## src/common/spi_memory_settings.svh

```systemverilog
/*
 * Width and timing constants for the SPI slave memory.
 * Address plus read/write flag must fill exactly one data byte.
 */
`ifndef SPI_MEMORY_SETTINGS_SVH
`define SPI_MEMORY_SETTINGS_SVH

// --------------------
// Bus widths
// --------------------
`define SPI_ADDR_WIDTH 7                  // 128-byte memory
`define SPI_DATA_WIDTH 8                  // One byte per transfer

// --------------------
// Input conditioner
// --------------------
`define COND_WAIT_TIME 3                  // Stable clk cycles before level follows
`define COND_COUNT_WIDTH 2                // Must hold COND_WAIT_TIME - 1

`endif

```

## src/common/spi_memory_pkg.sv

```systemverilog
/*
 * Shared types for the SPI slave memory.
 * State order matters only for debug printing.
 */
`include "spi_memory_settings.svh"

package spi_memory_pkg;

    // --------------------
    // Payload types
    // --------------------
    typedef logic [`SPI_DATA_WIDTH-1:0] spi_byte_t;   // Shift register and memory word
    typedef logic [`SPI_ADDR_WIDTH-1:0] spi_addr_t;   // Memory index

    // --------------------
    // Protocol states
    // --------------------
    typedef enum logic [2:0] {
        idle,           // Waiting for cs low
        get_address,    // Shifting address and flag
        latch_address,  // Address into memory latch
        read_load,      // Memory byte into shift register
        read_shift,     // Driving miso until cs rises
        write_shift,    // Shifting write data
        write_commit,   // Memory write strobe
        done            // Waiting for cs high
    } spi_state_t;

endpackage

```

## src/source/input_conditioner.sv

```systemverilog
/*
 * Synchronizes and debounces one asynchronous pin.
 * Latency is 2 + COND_WAIT_TIME clk cycles; reset level is 0.
 */
`timescale 1ns/1ps
`include "spi_memory_settings.svh"

module input_conditioner (
    input  logic clk,
    input  logic reset,
    input  logic noisy,         // Raw pin
    output logic conditioned,   // Clean level
    output logic rising_edge,   // One cycle, with the 0 to 1 change
    output logic falling_edge   // One cycle, with the 1 to 0 change
);
    logic                         sync_0;
    logic                         sync_1;
    logic [`COND_COUNT_WIDTH-1:0] stable_count;

    // Two-flop synchronizer
    always_ff @(posedge clk) begin
        sync_0 <= noisy;
        sync_1 <= sync_0;
    end

    // --------------------
    // Debounce counter
    // --------------------
    always_ff @(posedge clk) begin
        if (reset) begin
            conditioned  <= 1'b0;
            rising_edge  <= 1'b0;
            falling_edge <= 1'b0;
            stable_count <= '0;
        end else begin
            rising_edge  <= 1'b0;
            falling_edge <= 1'b0;
            if (sync_1 == conditioned) begin
                stable_count <= '0;                 // Glitch over, start again
            end else if (stable_count == `COND_COUNT_WIDTH'(`COND_WAIT_TIME - 1)) begin
                conditioned  <= sync_1;             // Held long enough
                rising_edge  <= sync_1;
                falling_edge <= !sync_1;
                stable_count <= '0;
            end else begin
                stable_count <= stable_count + 1'b1;
            end
        end
    end

    // New level seen on three samples in a row, as COND_WAIT_TIME is 3
    a_filtered_change : assert property (@(posedge clk) disable iff (reset)
        (conditioned != $past(conditioned)) |->
            ($past(sync_1, 1) == conditioned) && ($past(sync_1, 2) == conditioned)
            && ($past(sync_1, 3) == conditioned));

endmodule

```

## src/source/shift_register.sv

```systemverilog
/*
 * 8-bit shift register with a registered MISO bit.
 * Load wins over shift, shift wins over the MISO update.
 */
`timescale 1ns/1ps

module shift_register
    import spi_memory_pkg::*;
(
    input  logic      clk,
    input  logic      reset,
    input  logic      shift_en,      // Take serial_in on the right
    input  logic      serial_in,     // Conditioned mosi
    input  logic      load_en,       // Take parallel_in
    input  spi_byte_t parallel_in,   // Memory read byte
    input  logic      miso_update,   // Top bit out to miso
    output spi_byte_t parallel_out,
    output logic      miso
);
    spi_byte_t shift_reg;

    assign parallel_out = shift_reg;

    // --------------------
    // Data path
    // --------------------
    always_ff @(posedge clk) begin
        if (load_en) begin
            shift_reg <= parallel_in;
        end else if (shift_en) begin
            shift_reg <= {shift_reg[$bits(spi_byte_t)-2:0], serial_in};   // MSB first
        end else if (miso_update) begin
            shift_reg <= {shift_reg[$bits(spi_byte_t)-2:0], 1'b0};
        end
    end

    // MISO output flop, changes only on the SCLK falling pulse
    always_ff @(posedge clk) begin
        if (reset) begin
            miso <= 1'b0;
        end else if (miso_update && !load_en && !shift_en) begin
            miso <= shift_reg[$bits(spi_byte_t)-1];
        end
    end

    a_load_shift_exclusive : assert property (@(posedge clk) disable iff (reset)
        !(load_en && shift_en));

endmodule

```

## src/source/data_memory.sv

```systemverilog
/*
 * 128-byte memory with its own address latch.
 * Read is combinational from the latched address; contents are not reset.
 */
`timescale 1ns/1ps
`include "spi_memory_settings.svh"

module data_memory
    import spi_memory_pkg::*;
(
    input  logic      clk,
    input  logic      reset,
    input  logic      addr_we,      // Latch addr_in
    input  spi_addr_t addr_in,      // Upper seven bits of the first byte
    input  logic      mem_we,       // Write at latched address
    input  spi_byte_t write_data,
    output spi_byte_t read_data
);
    localparam int DEPTH = 2 ** `SPI_ADDR_WIDTH;

    spi_addr_t addr_q;
    spi_byte_t mem [DEPTH];

    // --------------------
    // Address latch
    // --------------------
    always_ff @(posedge clk) begin
        if (reset) begin
            addr_q <= '0;
        end else if (addr_we) begin
            addr_q <= addr_in;
        end
    end

    // --------------------
    // Storage
    // --------------------
    always_ff @(posedge clk) begin
        if (mem_we) begin
            mem[addr_q] <= write_data;
        end
    end

    assign read_data = mem[addr_q];   // Ready one cycle after addr_we

endmodule

```

## src/source/spi_protocol_fsm.sv

```systemverilog
/*
 * SPI mode 0 protocol control, one byte per transaction.
 * Strobes decode from state and the sclk pulses; cs high aborts at once.
 */
`timescale 1ns/1ps
`include "spi_memory_settings.svh"

module spi_protocol_fsm
    import spi_memory_pkg::*;
(
    input  logic clk,
    input  logic reset,
    input  logic sclk_rise,     // Conditioned sclk edges
    input  logic sclk_fall,
    input  logic cs_level,      // Conditioned cs, active low
    input  logic rw_flag,       // Bit 0 of the shift register, 1 = read
    output logic shift_en,
    output logic addr_we,
    output logic load_en,
    output logic mem_we,
    output logic miso_update,
    output logic miso_oe
);
    localparam int FRAME_BITS  = `SPI_ADDR_WIDTH + 1;               // Address plus flag
    localparam int TOTAL_BITS  = FRAME_BITS + `SPI_DATA_WIDTH;
    localparam int COUNT_WIDTH = $clog2(TOTAL_BITS + 1);

    spi_state_t             state;
    spi_state_t             next_state;
    logic [COUNT_WIDTH-1:0] bit_count;    // SCLK edges seen in this transaction
    logic                   receiving;

    // --------------------
    // Strobe decode
    // --------------------
    assign receiving   = (state == get_address) || (state == write_shift);
    assign shift_en    = receiving && sclk_rise;
    assign addr_we     = (state == latch_address);
    assign load_en     = (state == read_load);
    assign mem_we      = (state == write_commit);
    assign miso_update = (state == read_shift) && sclk_fall
                         && (bit_count < COUNT_WIDTH'(TOTAL_BITS));  // Eight bits only
    assign miso_oe     = (state == read_load) || (state == read_shift);

    // --------------------
    // Next state
    // --------------------
    always_comb begin
        next_state = state;
        case (state)
            idle: begin
                if (!cs_level) begin
                    next_state = get_address;
                end
            end
            get_address: begin
                if (shift_en && bit_count == COUNT_WIDTH'(FRAME_BITS - 1)) begin
                    next_state = latch_address;       // Flag is now in bit 0
                end
            end
            latch_address: next_state = rw_flag ? read_load : write_shift;
            read_load:     next_state = read_shift;
            read_shift:    next_state = read_shift;   // Hold miso until cs rises
            write_shift: begin
                if (shift_en && bit_count == COUNT_WIDTH'(TOTAL_BITS - 1)) begin
                    next_state = write_commit;
                end
            end
            write_commit:  next_state = done;
            done:          next_state = done;
            default:       next_state = idle;
        endcase
        if (cs_level) begin
            next_state = idle;                        // Abort, nothing written
        end
    end

    // State and bit counter
    always_ff @(posedge clk) begin
        if (reset) begin
            state     <= idle;
            bit_count <= '0;
        end else begin
            state <= next_state;
            if (state == idle) begin
                bit_count <= '0;
            end else if (shift_en || miso_update) begin
                bit_count <= bit_count + 1'b1;
            end
        end
    end

    // Load right after the latch, with the read flag still in place
    a_load_after_read_flag : assert property (@(posedge clk) disable iff (reset)
        load_en |-> $past(addr_we) && rw_flag);

    // Raised cs frees the pad and blocks the commit
    a_cs_abort : assert property (@(posedge clk) disable iff (reset)
        $past(cs_level) |-> !miso_oe && !mem_we);

endmodule

```

## src/source/spi_memory.sv

```systemverilog
/*
 * SPI mode 0 slave memory, 7-bit address then flag then one data byte.
 * miso is valid only while miso_oe is high; no tristate inside.
 */
`timescale 1ns/1ps

module spi_memory
    import spi_memory_pkg::*;
(
    input  logic clk,         // FPGA clock
    input  logic reset,
    input  logic sclk,        // Asynchronous SPI pins
    input  logic cs,
    input  logic mosi,
    output logic miso,
    output logic miso_oe      // Pad enable for miso
);
    localparam int MOSI_IDX = 0;
    localparam int SCLK_IDX = 1;
    localparam int CS_IDX   = 2;
    localparam int NUM_PINS = 3;

    logic [NUM_PINS-1:0] pins;
    logic [NUM_PINS-1:0] cond_level;
    logic [NUM_PINS-1:0] cond_rise;
    logic [NUM_PINS-1:0] cond_fall;

    logic      shift_en;
    logic      addr_we;
    logic      load_en;
    logic      mem_we;
    logic      miso_update;
    spi_byte_t parallel_out;
    spi_byte_t read_data;

    assign pins = {cs, sclk, mosi};   // Order matches the *_IDX values

    // --------------------
    // Pin conditioning
    // --------------------
    for (genvar i = 0; i < NUM_PINS; i++) begin : g_cond
        input_conditioner u_cond (
            .clk          (clk),
            .reset        (reset),
            .noisy        (pins[i]),
            .conditioned  (cond_level[i]),
            .rising_edge  (cond_rise[i]),
            .falling_edge (cond_fall[i])
        );
    end

    spi_protocol_fsm u_fsm (
        .clk         (clk),
        .reset       (reset),
        .sclk_rise   (cond_rise[SCLK_IDX]),
        .sclk_fall   (cond_fall[SCLK_IDX]),
        .cs_level    (cond_level[CS_IDX]),
        .rw_flag     (parallel_out[0]),
        .shift_en    (shift_en),
        .addr_we     (addr_we),
        .load_en     (load_en),
        .mem_we      (mem_we),
        .miso_update (miso_update),
        .miso_oe     (miso_oe)
    );

    shift_register u_shift (
        .clk          (clk),
        .reset        (reset),
        .shift_en     (shift_en),
        .serial_in    (cond_level[MOSI_IDX]),
        .load_en      (load_en),
        .parallel_in  (read_data),
        .miso_update  (miso_update),
        .parallel_out (parallel_out),
        .miso         (miso)
    );

    // Flag bit dropped, upper seven bits are the address
    data_memory u_mem (
        .clk        (clk),
        .reset      (reset),
        .addr_we    (addr_we),
        .addr_in    (parallel_out[$bits(spi_byte_t)-1:1]),
        .mem_we     (mem_we),
        .write_data (parallel_out),
        .read_data  (read_data)
    );

endmodule

```

## config.mk

```make
export PLATFORM = sky130hd
export DESIGN_NAME = spi_memory
export DESIGN_NICKNAME = d
export VERILOG_FILES = /design/src/common/spi_memory_pkg.sv /design/src/source/input_conditioner.sv /design/src/source/shift_register.sv /design/src/source/data_memory.sv /design/src/source/spi_protocol_fsm.sv /design/src/source/spi_memory.sv
export VERILOG_INCLUDE_DIRS = /design/src /design/src/common
export SDC_FILE = /design/constraint.sdc
export NUM_CORES = 1
export LEC_CHECK = 0
export BUFFER_PORTS_ARGS = -buffer_cell sky130_fd_sc_hd__buf_4
export CORE_MARGIN = 1
export CORE_UTILIZATION = 63
export DETAILED_ROUTE_END_ITERATION = 8
export PLACE_DENSITY_LB_ADDON = 0.1
export SLEW_MARGIN = 20
export SYNTH_ARGS = -nofsm -noshare
export SYNTH_HDL_FRONTEND = slang
export SYNTH_SLANG_ARGS = --single-unit
```

## constraint.sdc

```tcl
create_clock -name clk -period 3.1 [get_ports clk]
set_input_delay 0.31 -clock clk [delete_from_list [all_inputs] [get_ports clk]]
set_output_delay 0.31 -clock clk [all_outputs]
set_load 0.005 [all_outputs]
```

==> impl_metrics.py <==
metrics = {
    "run_status": {
        "run_status": "completed",
    },
    "sta": {
        "skew_ps": 17.8,
        "rsz0062_at_grt": "false",
        "timing.final.hold_violations": 0,
        "setup_viol": 0,
        "fin_crit_ps": 3010,
        "final.setup.tns_ps": 0,
        "worst_hold_margin_ps": 303,
        "worst_pin_slew_ps": 1150,
        "worst_slew_margin_rel_pct": 23.0,
        "final_min_period_over_clock_period_pct": 97.1,
        "final_max_slew_viol_count": 0,
        "fmax_mhz": 332,
    },
    "critical_path": {
        "critPathSlowestCell": "dfxtp_4",
        "timing.critical_path.mode_cell": "buf_12",
        "path_class": "register to register",
        "worst-path-max-fanout": 23,
        "critical_path.cell_chain": "buf_12 -> buf_12 -> buf_4 -> mux2i_1 -> o221ai_1 -> o22ai_1 -> a22oi_1 -> and4_1 -> a32o_1",
        "cp.required_ps": 3510,
        "worstSetupEndpointType": "register",
        "worst_path_largest_cell_delay_ps": 490,
        "worstSetupStartpointType": "register",
        "worst_ep_arrival_time_ps": 3420,
    },
    "route": {
        "via_count": 22700,
        "routed_wire_length_per_instance_um": 30.0,
        "drt-initial-drc-count": 2636,
        "route.detailed.vias_per_inst": 6.65,
        "first_pass_iters": 6,
        "antenna_left": 0,
        "final_wirelength_um": 102000,
        "post-route-drc-count": 0,
    },
    "synth": {
        "synth.top_cells.by_area": "edfxtp_1 74%, mux4_2 7.8%, mux2i_1 5.5%",
        "synth_fp_nets": 2254,
        "synth_seq_cells": 1072,
        "syn_avg_cell_area_sq_um": 18.8,
        "synth_edf_count": 1032,
        "seq_area_frac_synth_pct": 75.5,
        "yosysUniqueCellTypes": 61,
        "post_synth_instance_area_sq_mm": 0.0421,
        "synth_cells": 2244,
        "ys_async_sr_fraction_pct": 0,
        "yosysWarnings": 0,
        "yosysMostFrequentCell": "edfxtp_1",
        "synth_top_area_share_pct": 73.6,
        "synth_area_leader_cell": "edfxtp_1",
        "synth.cells.most_frequent": "1032 x edfxtp_1, 231 x mux2i_1, 179 x nor2_1, 145 x mux4_2, 73 x o22ai_1",
        "postSynth.topFlopCell": "edfxtp_1",
    },
    "clocking": {
        "cts_buf_count": 103,
        "number_of_levels_in_the_clock_h_tree": 3,
        "cts-root-to-sink-buffers": 3,
        "cts.sink_count": 1072,
        "clk-insertion-delay-late_ps": 660,
        "clock-root-buffer": "clkbuf_16",
        "tritoncts_clock_tree": "done",
        "clock_pin_slew_on_the_worst_setup_and_hold_paths_ps": 60,
    },
    "power_and_ir_drop": {
        "power-per-cell-area_mw_per_mm2": 623,
        "power.total_mw": 29.8,
        "power.leakage_nw": 14.7,
        "peakVddDrop_mv": 0.572,
    },
    "placement": {
        "post-dp-hpwl_um": 66200,
        "input_output_buffers": 6,
        "dpl_cell_area_sq_mm": 0.0444,
        "globalplace.congestion": 0.910,
    },
    "die": {
        "dieHeight_um": 261,
        "die-area_sq_mm": 0.0679,
        "io_pins": 7,
        "floorplan.initialDensity_pct": 63.8,
        "placement_rows": 94,
        "fp.coreArea_sq_mm": 0.0660,
        "die_width_um": 261,
    },
    "global_route": {
        "grt_util_met3_pct": 6.87,
        "met1_track_usage_gr_pct": 43.7,
        "grt_first_pass_wirelength_um": 150000,
        "grt_overflow_total": 0,
        "gr-max-usage-layer": "met2",
        "overall_fraction_of_global_route_tracks_in_use_pct": 31.0,
        "first_global_vias": 22500,
        "antenna_violations_before_repair": 2,
        "largest_net_degree_at_the_start_of_global_routing": 131,
        "met2_usage_pct": 48.6,
    },
    "finish": {
        "drive_above_1_share_pct": 21.6,
        "final_net_count": 2476,
        "n_antenna_cell": 0,
        "postLayoutCellArea_sq_mm": 0.0478,
        "area_growth_pct": 13.6,
    },
    "flow_run": {
        "maxCapViolations": 0,
    },
    "min_path": {
        "holdCritPathClass": "input pin to register",
    },
}
==> power by group <==
group / internal [mW] / switching (mW) / leakage [nW]
clock network: 7.22 / 5.21 / 1.63
logic: 0.562 / 0.937 / 3.51
registers: 15.8 / 0.0642 / 9.60
==> layout by cell type, fill, tap and decap left out, types with 5 or more instances in the layout <==
cell type and instances:
nor4_1 9, buf_4 220, nand2b_1 9, o22ai_1 73, clkbuf_16 105, o221ai_1 68
clkinv_2 18, clkbuf_1 20, o211ai_1 6, inv_1 6, nand4_1 7, mux4_2 145
nor2_1 179, ha_1 5, buf_12 20, nor2b_1 32, nor3_1 26, and2_1 7
nand2_1 55, mux2i_1 231, bufinv_16 12, a31oi_1 26, clkinv_1 24, nand3_1 15
dfxtp_1 36, edfxtp_1 1032, o31ai_1 6, a22oi_1 18, nand3b_1 5, o21ai_0 19
a21oi_1 36
==> area by class of cell <==
| class | instances | area [sq um] |
|---|---|---|
| clock inverters | 64 | 628 |
| repair buffers | 245 | 2100 |
| inverters | 7 | 26.3 |
| flip-flops and latches | 1072 | 31800 |
| well taps | 864 | 1080 |
| multi-input cells | 1037 | 9460 |
| fillers | 3862 | 18200 |
| clock buffers | 126 | 2720 |
==> path summary, 6_finish.rpt <==
check | start | end | slack [ps] | depth (start not counted)
worst min-delay path | mosi | g_cond[0].u_cond.sync_0$_DFF_P_ | 300 | 2
worst max register to register | register | u_shift.parallel_out[4]$_DFFE_PP_ | 90 | 9
worst min register to register | g_cond[1].u_cond.sync_0$_DFF_P_ | g_cond[1].u_cond.sync_1$_DFF_P_ | 330 | 0
worst max-delay path | register | u_shift.parallel_out[4]$_DFFE_PP_ | 90 | 9
==> routing by layer <==
layer | up-vias | part of all wire, %
met5 | - | 0.013
met4 | 2 | 3.4
met3 | 201 | 9.5
met2 | 1215 | 48
met1 | 11700 | 39
li1 | 9619 | -
==> critical path: cells and delay by family, from the launching register on <==
family          cells  cell delay (ps)
flops               1              490
mux                 1              310
simple gates        1              210
buf+inv             3              710
compound gates      4             1010
==> what timing repair did <==
item	4_1_cts	5_1_grt
setup endpoints to repair	0	3
hold buffers	4	0
setup buffers	0	0
endpoints found under the hold margin	7	0
gates resized for setup	0	5
==> registers in the layout (all words and copies together), names as in the netlist, named ones only <==
register	cells
g_cond.u_cond.conditioned	3
g_cond.u_cond.falling_edge	1
g_cond.u_cond.rising_edge	1
g_cond.u_cond.stable_count	6
g_cond.u_cond.sync_0	3
g_cond.u_cond.sync_1	3
u_fsm.bit_count	5
u_fsm.state	3
u_mem.addr_q	7
u_mem.mem	1024
u_shift.miso	1
u_shift.parallel_out	8
==> per-stage QoR <==
stage                     utilization (%)  setup slack, ps  cells
final                                72.5             88.6   3415
after global routing                 72.5             24.4   3415
after CTS                            72.4             8.98   3415
after detailed placement             67.3             32.3   3221
after global placement               67.3             70.3   3221
after floorplan                         -              501   2244
==> kinds of logic (layout without fill, tap and decap cells) <==
logic type	after synthesis	in the layout	share of synthesized area, %
mux	379	379	13.4
fa+ha+maj	5	5	0.149
xor+xnor	5	5	0.104
compound gates	278	278	4.64
buf+inv	135	442	2.11
flops	1072	1072	75.5
simple gates	370	370	4.09
Power figures use the tool's default switching activity.
